### src/ice_pkg.sv
package ice_pkg;

	// Largest request the parser builds and the serializer sends
	localparam int max_bytes = 5;

	// One decoded hex digit
	typedef logic [3:0] nibble_t;

	// Command code, travels as the frame type bit
	typedef enum logic {
		cmd_write  = 1'b0,
		cmd_config = 1'b1
	} cmd_t;

	// Payload bytes in one request, 0 to max_bytes
	typedef logic [2:0] byte_count_t;

	// First byte on the wire sits in the top byte, unused low bytes are zero
	typedef logic [8*max_bytes-1:0] pint_data_t;

	// Characters the decoder recognizes beyond hex digits
	localparam logic [7:0] char_w  = 8'h77;
	localparam logic [7:0] char_c  = 8'h63;
	localparam logic [7:0] char_cr = 8'h0d;
	localparam logic [7:0] char_lf = 8'h0a;

endpackage

### src/uart_rx.sv
`timescale 1ns/1ns

module uart_rx #(
	parameter int clks_per_bit = 16
) (
	input  logic       clk,
	input  logic       reset,
	input  logic       rx,
	output logic [7:0] rx_data,
	output logic       rx_valid
);

	localparam int cnt_w = (clks_per_bit > 1) ? $clog2(clks_per_bit) : 1;

	typedef enum logic [1:0] {
		st_idle,
		st_start,
		st_data,
		st_stop
	} state_t;

	state_t           state;
	logic             rx_meta;
	logic             rx_sync;
	logic             rx_prev;
	logic [cnt_w-1:0] clk_cnt;
	logic [2:0]       bit_idx;
	logic [7:0]       shift_reg;
	logic             bit_end;
	logic             half_bit;

	assign bit_end  = clk_cnt == cnt_w'(clks_per_bit - 1);
	assign half_bit = clk_cnt == cnt_w'(clks_per_bit / 2 - 1);

	// Two-flop synchronizer, line idles high
	always_ff @(posedge clk) begin
		if (reset) begin
			rx_meta <= 1'b1;
			rx_sync <= 1'b1;
			rx_prev <= 1'b1;
		end else begin
			rx_meta <= rx;
			rx_sync <= rx_meta;
			rx_prev <= rx_sync;
		end
	end

	always_ff @(posedge clk) begin
		if (reset) begin
			state    <= st_idle;
			clk_cnt  <= '0;
			bit_idx  <= '0;
			rx_valid <= 1'b0;
		end else begin
			rx_valid <= 1'b0;
			clk_cnt  <= clk_cnt + 1'b1;
			case (state)
				st_idle: begin
					clk_cnt <= '0;
					if (rx_prev && !rx_sync) begin
						state <= st_start;
					end
				end
				st_start: begin
					// Recheck at mid start bit to reject glitches
					if (half_bit) begin
						clk_cnt <= '0;
						bit_idx <= '0;
						state   <= rx_sync ? st_idle : st_data;
					end
				end
				st_data: begin
					if (bit_end) begin
						clk_cnt <= '0;
						bit_idx <= bit_idx + 1'b1;
						if (bit_idx == 3'd7) begin
							state <= st_stop;
						end
					end
				end
				st_stop: begin
					if (bit_end) begin
						rx_valid <= rx_sync;
						state    <= st_idle;
					end
				end
				default: state <= st_idle;
			endcase
		end
	end

	// LSB arrives first
	always_ff @(posedge clk) begin
		if (state == st_data && bit_end) begin
			shift_reg <= {rx_sync, shift_reg[7:1]};
		end
		if (state == st_stop && bit_end) begin
			rx_data <= shift_reg;
		end
	end

	a_single_strobe: assert property (@(posedge clk) disable iff (reset)
		rx_valid |=> !rx_valid);

endmodule

### src/character_decoder.sv
`timescale 1ns/1ns

module character_decoder (
	input  logic             clk,
	input  logic             reset,
	input  logic [7:0]       rx_data,
	input  logic             rx_valid,
	output logic             char_valid,
	output logic             is_hex,
	output ice_pkg::nibble_t hex_value,
	output logic             is_cmd,
	output ice_pkg::cmd_t    cmd,
	output logic             is_eol
);
	import ice_pkg::*;

	logic    hex_hit;
	nibble_t hex_nib;
	logic    cmd_hit;
	cmd_t    cmd_code;
	logic    eol_hit;

	always_comb begin
		hex_hit  = 1'b0;
		hex_nib  = rx_data[3:0];
		cmd_hit  = 1'b0;
		cmd_code = cmd_write;
		eol_hit  = 1'b0;
		// Commands come first since lower-case c is also a hex letter
		if (rx_data == char_w) begin
			cmd_hit = 1'b1;
		end else if (rx_data == char_c) begin
			cmd_hit  = 1'b1;
			cmd_code = cmd_config;
		end else if (rx_data >= 8'h30 && rx_data <= 8'h39) begin
			hex_hit = 1'b1;
		end else if ((rx_data >= 8'h41 && rx_data <= 8'h46) ||
				(rx_data >= 8'h61 && rx_data <= 8'h66)) begin
			// Letters a to f have low nibble 1 to 6
			hex_hit = 1'b1;
			hex_nib = rx_data[3:0] + 4'd9;
		end else if (rx_data == char_cr || rx_data == char_lf) begin
			eol_hit = 1'b1;
		end
	end

	always_ff @(posedge clk) begin
		if (reset) begin
			char_valid <= 1'b0;
			is_hex     <= 1'b0;
			is_cmd     <= 1'b0;
			is_eol     <= 1'b0;
		end else begin
			char_valid <= rx_valid;
			is_hex     <= rx_valid && hex_hit;
			is_cmd     <= rx_valid && cmd_hit;
			is_eol     <= rx_valid && eol_hit;
		end
	end

	always_ff @(posedge clk) begin
		if (rx_valid) begin
			hex_value <= hex_nib;
			cmd       <= cmd_code;
		end
	end

	a_one_class: assert property (@(posedge clk) disable iff (reset)
		$onehot0({is_hex, is_cmd, is_eol}) && (char_valid || !(is_hex || is_cmd || is_eol)));

endmodule

### src/command_parser.sv
`timescale 1ns/1ns

module command_parser (
	input  logic                 clk,
	input  logic                 reset,
	input  logic                 char_valid,
	input  logic                 is_hex,
	input  ice_pkg::nibble_t     hex_value,
	input  logic                 is_cmd,
	input  ice_pkg::cmd_t        cmd,
	input  logic                 is_eol,
	input  logic                 busy,
	output logic                 tx_req,
	output ice_pkg::cmd_t        tx_cmd,
	output ice_pkg::byte_count_t tx_num_bytes,
	output ice_pkg::pint_data_t  tx_data
);
	import ice_pkg::*;

	localparam int max_digits = 2 * max_bytes;
	localparam int data_w     = $bits(pint_data_t);

	typedef enum logic [1:0] {
		st_idle,
		st_collect,
		st_pending
	} state_t;

	state_t      state;
	cmd_t        line_cmd;
	pint_data_t  digits;
	logic [3:0]  digit_cnt;
	byte_count_t line_bytes;
	pint_data_t  keep_mask;
	logic        take_cmd;
	logic        take_digit;
	logic        take_eol;
	logic        launch;

	// Whole bytes only, an odd last digit falls away
	assign line_bytes = digit_cnt[3:1];
	assign keep_mask  = ~(pint_data_t'('1) >> (8 * line_bytes));

	// Nothing is taken while a request waits
	assign take_cmd   = char_valid && is_cmd && state != st_pending;
	assign take_digit = char_valid && is_hex && state == st_collect &&
		digit_cnt < 4'(max_digits);
	assign take_eol   = char_valid && is_eol && state == st_collect;
	assign launch     = take_eol && line_bytes != '0;

	always_ff @(posedge clk) begin
		if (reset) begin
			state     <= st_idle;
			line_cmd  <= cmd_write;
			digit_cnt <= '0;
			tx_req    <= 1'b0;
		end else begin
			case (state)
				st_idle, st_collect: begin
					if (take_cmd) begin
						state     <= st_collect;
						line_cmd  <= cmd;
						digit_cnt <= '0;
					end else if (take_digit) begin
						digit_cnt <= digit_cnt + 4'd1;
					end else if (take_eol) begin
						digit_cnt <= '0;
						if (launch) begin
							tx_req <= 1'b1;
							state  <= st_pending;
						end
					end
				end
				st_pending: begin
					// Accepted this cycle, line command stays in force
					if (!busy) begin
						tx_req <= 1'b0;
						state  <= st_collect;
					end
				end
				default: state <= st_idle;
			endcase
		end
	end

	// Digits fill from the top so the first typed byte lands in the top byte
	always_ff @(posedge clk) begin
		if (take_cmd || take_eol) begin
			digits <= '0;
		end else if (take_digit) begin
			digits[data_w - 1 - 4 * digit_cnt -: 4] <= hex_value;
		end
		if (launch) begin
			tx_cmd       <= line_cmd;
			tx_num_bytes <= line_bytes;
			tx_data      <= digits & keep_mask;
		end
	end

	a_req_hold: assert property (@(posedge clk) disable iff (reset)
		tx_req && busy |=> tx_req && $stable(tx_data) && $stable(tx_num_bytes) &&
			$stable(tx_cmd));

endmodule

### src/pint_serializer.sv
`timescale 1ns/1ns

module pint_serializer #(
	parameter int pint_half = 2
) (
	input  logic                 clk,
	input  logic                 reset,
	input  logic                 tx_req,
	input  ice_pkg::cmd_t        tx_cmd,
	input  ice_pkg::byte_count_t tx_num_bytes,
	input  ice_pkg::pint_data_t  tx_data,
	output logic                 busy,
	output logic                 pint_wrreq,
	output logic                 pint_wrdata,
	output logic                 pint_clk,
	output logic                 pint_resetn
);
	import ice_pkg::*;

	// Type bit, 3-bit count, then the payload bytes
	localparam int frame_bits = 4 + 8 * max_bytes;
	localparam int half_w     = (pint_half > 1) ? $clog2(pint_half) : 1;
	localparam int count_w    = $clog2(frame_bits + 1);

	logic                  active;
	logic [frame_bits-1:0] shift_reg;
	logic [count_w-1:0]    bits_left;
	logic [half_w-1:0]     half_cnt;
	logic                  half_done;
	logic                  accept;
	logic                  bit_done;

	assign accept    = tx_req && !active;
	assign half_done = half_cnt == half_w'(pint_half - 1);
	// Last cycle of a high phase
	assign bit_done  = active && half_done && pint_clk;

	always_ff @(posedge clk) begin
		if (reset) begin
			active    <= 1'b0;
			pint_clk  <= 1'b0;
			half_cnt  <= '0;
			bits_left <= '0;
		end else if (accept) begin
			active    <= 1'b1;
			pint_clk  <= 1'b0;
			half_cnt  <= '0;
			bits_left <= count_w'(4 + 8 * tx_num_bytes);
		end else if (active) begin
			if (half_done) begin
				half_cnt <= '0;
				pint_clk <= ~pint_clk;
				if (pint_clk) begin
					bits_left <= bits_left - 1'b1;
					if (bits_left == count_w'(1)) begin
						active <= 1'b0;
					end
				end
			end else begin
				half_cnt <= half_cnt + 1'b1;
			end
		end
	end

	// Payload is top aligned, so only the leading 4+8N bits go out
	always_ff @(posedge clk) begin
		if (accept) begin
			shift_reg <= {tx_cmd, tx_num_bytes, tx_data};
		end else if (bit_done) begin
			shift_reg <= {shift_reg[frame_bits-2:0], 1'b0};
		end
	end

	always_ff @(posedge clk) begin
		pint_resetn <= ~reset;
	end

	assign busy        = active;
	assign pint_wrreq  = active;
	assign pint_wrdata = active && shift_reg[frame_bits-1];

	a_clk_in_frame: assert property (@(posedge clk) disable iff (reset)
		pint_clk |-> pint_wrreq);

endmodule

### src/ice_controller.sv
`timescale 1ns/1ns

module ice_controller #(
	parameter int clks_per_bit = 16,
	parameter int pint_half    = 2
) (
	input  logic clk,
	input  logic reset,
	input  logic uart_rx_line,
	output logic pint_wrreq,
	output logic pint_wrdata,
	output logic pint_clk,
	output logic pint_resetn
);
	import ice_pkg::*;

	// UART receiver to decoder
	logic [7:0] rx_data;
	logic       rx_valid;

	// Decoder to parser
	logic       char_valid;
	logic       is_hex;
	nibble_t    hex_value;
	logic       is_cmd;
	cmd_t       cmd;
	logic       is_eol;

	// Parser to serializer
	logic        tx_req;
	cmd_t        tx_cmd;
	byte_count_t tx_num_bytes;
	pint_data_t  tx_data;
	logic        busy;

	uart_rx #(
		.clks_per_bit(clks_per_bit)
	) u_uart_rx (
		.clk     (clk),
		.reset   (reset),
		.rx      (uart_rx_line),
		.rx_data (rx_data),
		.rx_valid(rx_valid)
	);

	character_decoder u_decoder (
		.clk       (clk),
		.reset     (reset),
		.rx_data   (rx_data),
		.rx_valid  (rx_valid),
		.char_valid(char_valid),
		.is_hex    (is_hex),
		.hex_value (hex_value),
		.is_cmd    (is_cmd),
		.cmd       (cmd),
		.is_eol    (is_eol)
	);

	command_parser u_parser (
		.clk         (clk),
		.reset       (reset),
		.char_valid  (char_valid),
		.is_hex      (is_hex),
		.hex_value   (hex_value),
		.is_cmd      (is_cmd),
		.cmd         (cmd),
		.is_eol      (is_eol),
		.busy        (busy),
		.tx_req      (tx_req),
		.tx_cmd      (tx_cmd),
		.tx_num_bytes(tx_num_bytes),
		.tx_data     (tx_data)
	);

	pint_serializer #(
		.pint_half(pint_half)
	) u_serializer (
		.clk         (clk),
		.reset       (reset),
		.tx_req      (tx_req),
		.tx_cmd      (tx_cmd),
		.tx_num_bytes(tx_num_bytes),
		.tx_data     (tx_data),
		.busy        (busy),
		.pint_wrreq  (pint_wrreq),
		.pint_wrdata (pint_wrdata),
		.pint_clk    (pint_clk),
		.pint_resetn (pint_resetn)
	);

endmodule

### config.mk
export PLATFORM = sky130hd
export DESIGN_NAME = ice_controller
export DESIGN_NICKNAME = d
export VERILOG_FILES = /design/src/ice_pkg.sv /design/src/uart_rx.sv /design/src/character_decoder.sv /design/src/command_parser.sv /design/src/pint_serializer.sv /design/src/ice_controller.sv
export SDC_FILE = /design/constraint.sdc
export NUM_CORES = 1
export LEC_CHECK = 0
export ABC_AREA = 1
export BUFFER_PORTS_ARGS = -buffer_cell sky130_fd_sc_hd__buf_4
export CORE_ASPECT_RATIO = 1.5
export CORE_UTILIZATION = 43
export DETAILED_ROUTE_END_ITERATION = 6
export SLEW_MARGIN = 10
export SYNTH_ARGS = -nofsm -noshare
export SYNTH_HDL_FRONTEND = slang
export SYNTH_SLANG_ARGS = --single-unit
### constraint.sdc
create_clock -name clk -period 3.88 [get_ports clk]
set_input_delay 0.582 -clock clk [delete_from_list [all_inputs] [get_ports clk]]
set_output_delay 0.582 -clock clk [all_outputs]
set_load 0.03 [all_outputs]
==> flow_metrics.py <==
metrics = {
    "synth": {
        "synth_cell_types": 38,
        "yosysSeqAreaShare_pct": 61.0,
        "async_flop_share_pct": 0,
        "synthXorXnorAreaFrac_pct": 0.336,
        "syn_inst": 847,
        "avgSynthCellArea_um2": 9.24,
        "synth_top_family_by_area": "simple AND/OR/NAND/NOR gates",
        "synth_fa_ha_area_share_pct": 3.20,
        "syn_area_um2": 7830,
        "synth_edf_count": 109,
        "syn_nets": 870,
        "ys.flop_type": "edfxtp_1",
        "synth_mux_area_share_pct": 0,
        "ys_seq_elements": 184,
        "synthSimpleGateAreaFrac_pct": 23.8,
        "synth_compound_area_share_pct": 5.23,
        "yosys_warnings": 0,
    },
    "min_path": {
        "hp-class": "input port to flop",
        "worstHoldPathCells": 2,
    },
    "sta": {
        "setup_viol": 0,
        "slew-limit-headroom_pct": 51.0,
        "fin_hold_ws_ns": 0.344,
        "post-route-min-period_ns": 2.48,
        "worst_slack_ns": 1.40,
        "finalCritPeriodShare_pct": 64.0,
        "setup_tns_ns": 0,
        "worstMarginPinSlew_ns": 0.732,
        "fmax_mhz": 403,
        "slew_violations": 0,
        "skew_ns": 0.00743,
        "rsz0062_at_grt": "false",
        "hold_viol_final": 0,
    },
    "floorplanning": {
        "rows": 60,
        "die_w_um": 112,
        "start_util_pct": 43.8,
        "die_h_um": 167,
        "dieArea_um2": 18800,
        "num_io_pins": 7,
        "core_um2": 17900,
    },
    "setup_path": {
        "critPathKind": "flop to flop",
        "critical_path_required_ns": 3.97,
        "crit_path_end_kind": "flop",
        "worst-r2r-setup-slack_ns": 1.40,
        "timing.rr.start": "u_parser.digit_cnt[3]",
        "reg2reg_to": "u_parser.tx_data[25]",
        "arrival_ns": 2.57,
        "cp-endpoint": "u_parser.tx_data[25]",
        "startpoint": "u_parser.digit_cnt[3]",
        "worstSetupStartpointType": "flop",
        "worstRegToRegCells": 6,
        "critPathMaxFanout": 24,
    },
    "global_route": {
        "grt_antenna_before_repair": 0,
        "grt_pass1_wl_um": 24000,
        "grt_use_total_pct": 16.3,
        "grt_overflow_total": 0,
        "grt_pass1_vias": 5102,
        "grt_max_degree": 45,
    },
    "cells_and_area": {
        "drive_gt1_share_pct": 8.07,
        "fin_nets": 877,
        "largest_reg_flops": 44,
        "insertedDiodeCount": 0,
        "fillCellCount": 1718,
        "areaGrowthSynthToFinish_pct": 10.4,
    },
    "placement": {
        "gp_congestion": 0.862,
        "io_buffers": 6,
        "hpwl_um": 9760,
        "place_ws_ns": 1.38,
    },
    "pwr": {
        "ir_drop_mv": 0.329,
        "p_leak_uw": 0.00364,
        "power.density_nw_per_um2": 447,
    },
    "job": {
        "cap_violations": 0,
    },
    "drt": {
        "drt_iter0_drc": 241,
        "drt-pass1-iter-count": 5,
        "drcViolationCount": 0,
        "ant_nets": 0,
        "drt-total-wl_um": 14000,
        "vias_per_cell": 4.82,
        "num_vias": 5227,
        "routedWlPerCell_um": 12.9,
    },
    "outcome": {
        "status": "finished clean",
    },
    "clock_tree": {
        "cts_root_buf": "clkbuf_16",
        "cts.repair.resized": 0,
        "cts_hold_buffers": 0,
        "cts.sinks": 184,
        "htree_levels": 4,
        "cts_max_path_buffers": 2,
        "path_clk_slew_ns": 0.07,
        "clk_latency_ns": 0.42,
        "cts_tree": "yes",
        "cts_setup_buffers": 0,
        "cts_buffers": 17,
    },
}
synthesized netlist by cell type, types with 2 or more instances:
cell type	n	area, um^2
nand2_1	245	920
edfxtp_1	109	3270
nor2_1	109	409
inv_1	94	353
dfxtp_1	75	1500
nand3_1	41	205
a21oi_1	36	180
o21ai_0	25	125
ha_1	20	250
clkbuf_1	14	52.6
nand4_1	13	81.3
nor3_1	11	55.1
inv_2	6	22.5
buf_2	4	20.0
o21ai_1	4	20.0
buf_6	3	33.8
nand2_4	3	33.8
or2_2	3	18.8
xor2_1	3	26.3
a211oi_1	2	15.0
a21oi_2	2	17.5
a31oi_1	2	12.5
buf_4	2	15.0
clkinv_1	2	7.51
nand2_2	2	12.5
nand3_2	2	20.0
nor2_2	2	12.5
nor2_8	2	40.0
nor4_1	2	12.5
layout by cell type (no fill, tap or decap), types with 3 or more instances in the layout:
master,instances
edfxtp_1,109
ha_1,20
nand2_4,3
nand2_1,244
nand2_2,3
a21oi_1,36
inv_1,94
xor2_1,3
o21ai_0,25
or2_2,3
nand3_1,41
nor3_1,11
clkbuf_8,3
buf_4,12
nor2_1,108
clkinv_1,3
inv_2,6
o21ai_1,4
dfxtp_1,75
clkinv_2,3
nand4_1,13
clkbuf_16,17
logic make-up after synthesis:
kind of cell	count (synthesis)
AOI/OAI and AO/OA	76
xor gates and xnor gates	3
adders and majority gates	20
buffers and inverters	126
DFF	184
and+or+nand+nor	438
critical path, cell delays in order, from the launching register on:
cell	delay [ns]
dfxtp_1	0.68
inv_1	0.18
ha_1	0.34
inv_1	0.08
nand4_1	0.14
nor2_4	0.34
buf_4	0.37
how the worst min path moves through the flow:
stage                   endpoint         startpoint  slack [ns]
2_1_floorplan  u_uart_rx.rx_sync  u_uart_rx.rx_meta        0.39
4_1_cts        u_uart_rx.rx_meta       uart_rx_line        0.33
5_1_grt        u_uart_rx.rx_meta       uart_rx_line        0.33
6_report       u_uart_rx.rx_meta       uart_rx_line        0.34
3_5_place_dp   u_uart_rx.rx_sync  u_uart_rx.rx_meta        0.40
3_3_place_gp   u_uart_rx.rx_sync  u_uart_rx.rx_meta        0.40
final cells by class:
class	count	area, um^2	area share, %
flip-flops and latches	184	4770	55.3
clock inverters	11	96.3	1.11
well taps	217	272	3.14
clock buffers	21	470	5.44
multi-input cells	537	2550	29.6
inverters	102	383	4.43
repair buffers	12	90.1	1.04
where the power goes:
| group | switching, uW | leakage [uW] | internal [uW] |
|---|---|---|---|
| registers | 19.1 | 0.00154 | 2060 |
| clock network | 713 | 0.000277 | 934 |
| logic | 84.2 | 0.00182 | 46.8 |
through the flow:
step | instance area, um^2 | total power, uW | utilization, % | cells
2_1_floorplan | 7830 | 2230 | - | 847
3_3_place_gp | 8070 | 2260 | 45.2 | 1052
3_5_place_dp | 8070 | 2260 | 45.2 | 1052
4_1_cts | 8640 | 3910 | 48.4 | 1084
5_1_grt | 8640 | 4000 | 48.4 | 1084
6_report | 8640 | 3860 | 48.4 | 1084
per-layer routing:
layer  part of all wire, %  wire (um)  vias up  track usage [%]
li1                      -          -     2748                -
met1                    42       5940     2420             17.6
met2                    54       7530       42             30.7
met3                   2.0        275       17             3.26
met4                   1.8        247        0             6.55
met5                     0          0        -                0
Note: power is estimated with default switching activity, not from simulation.
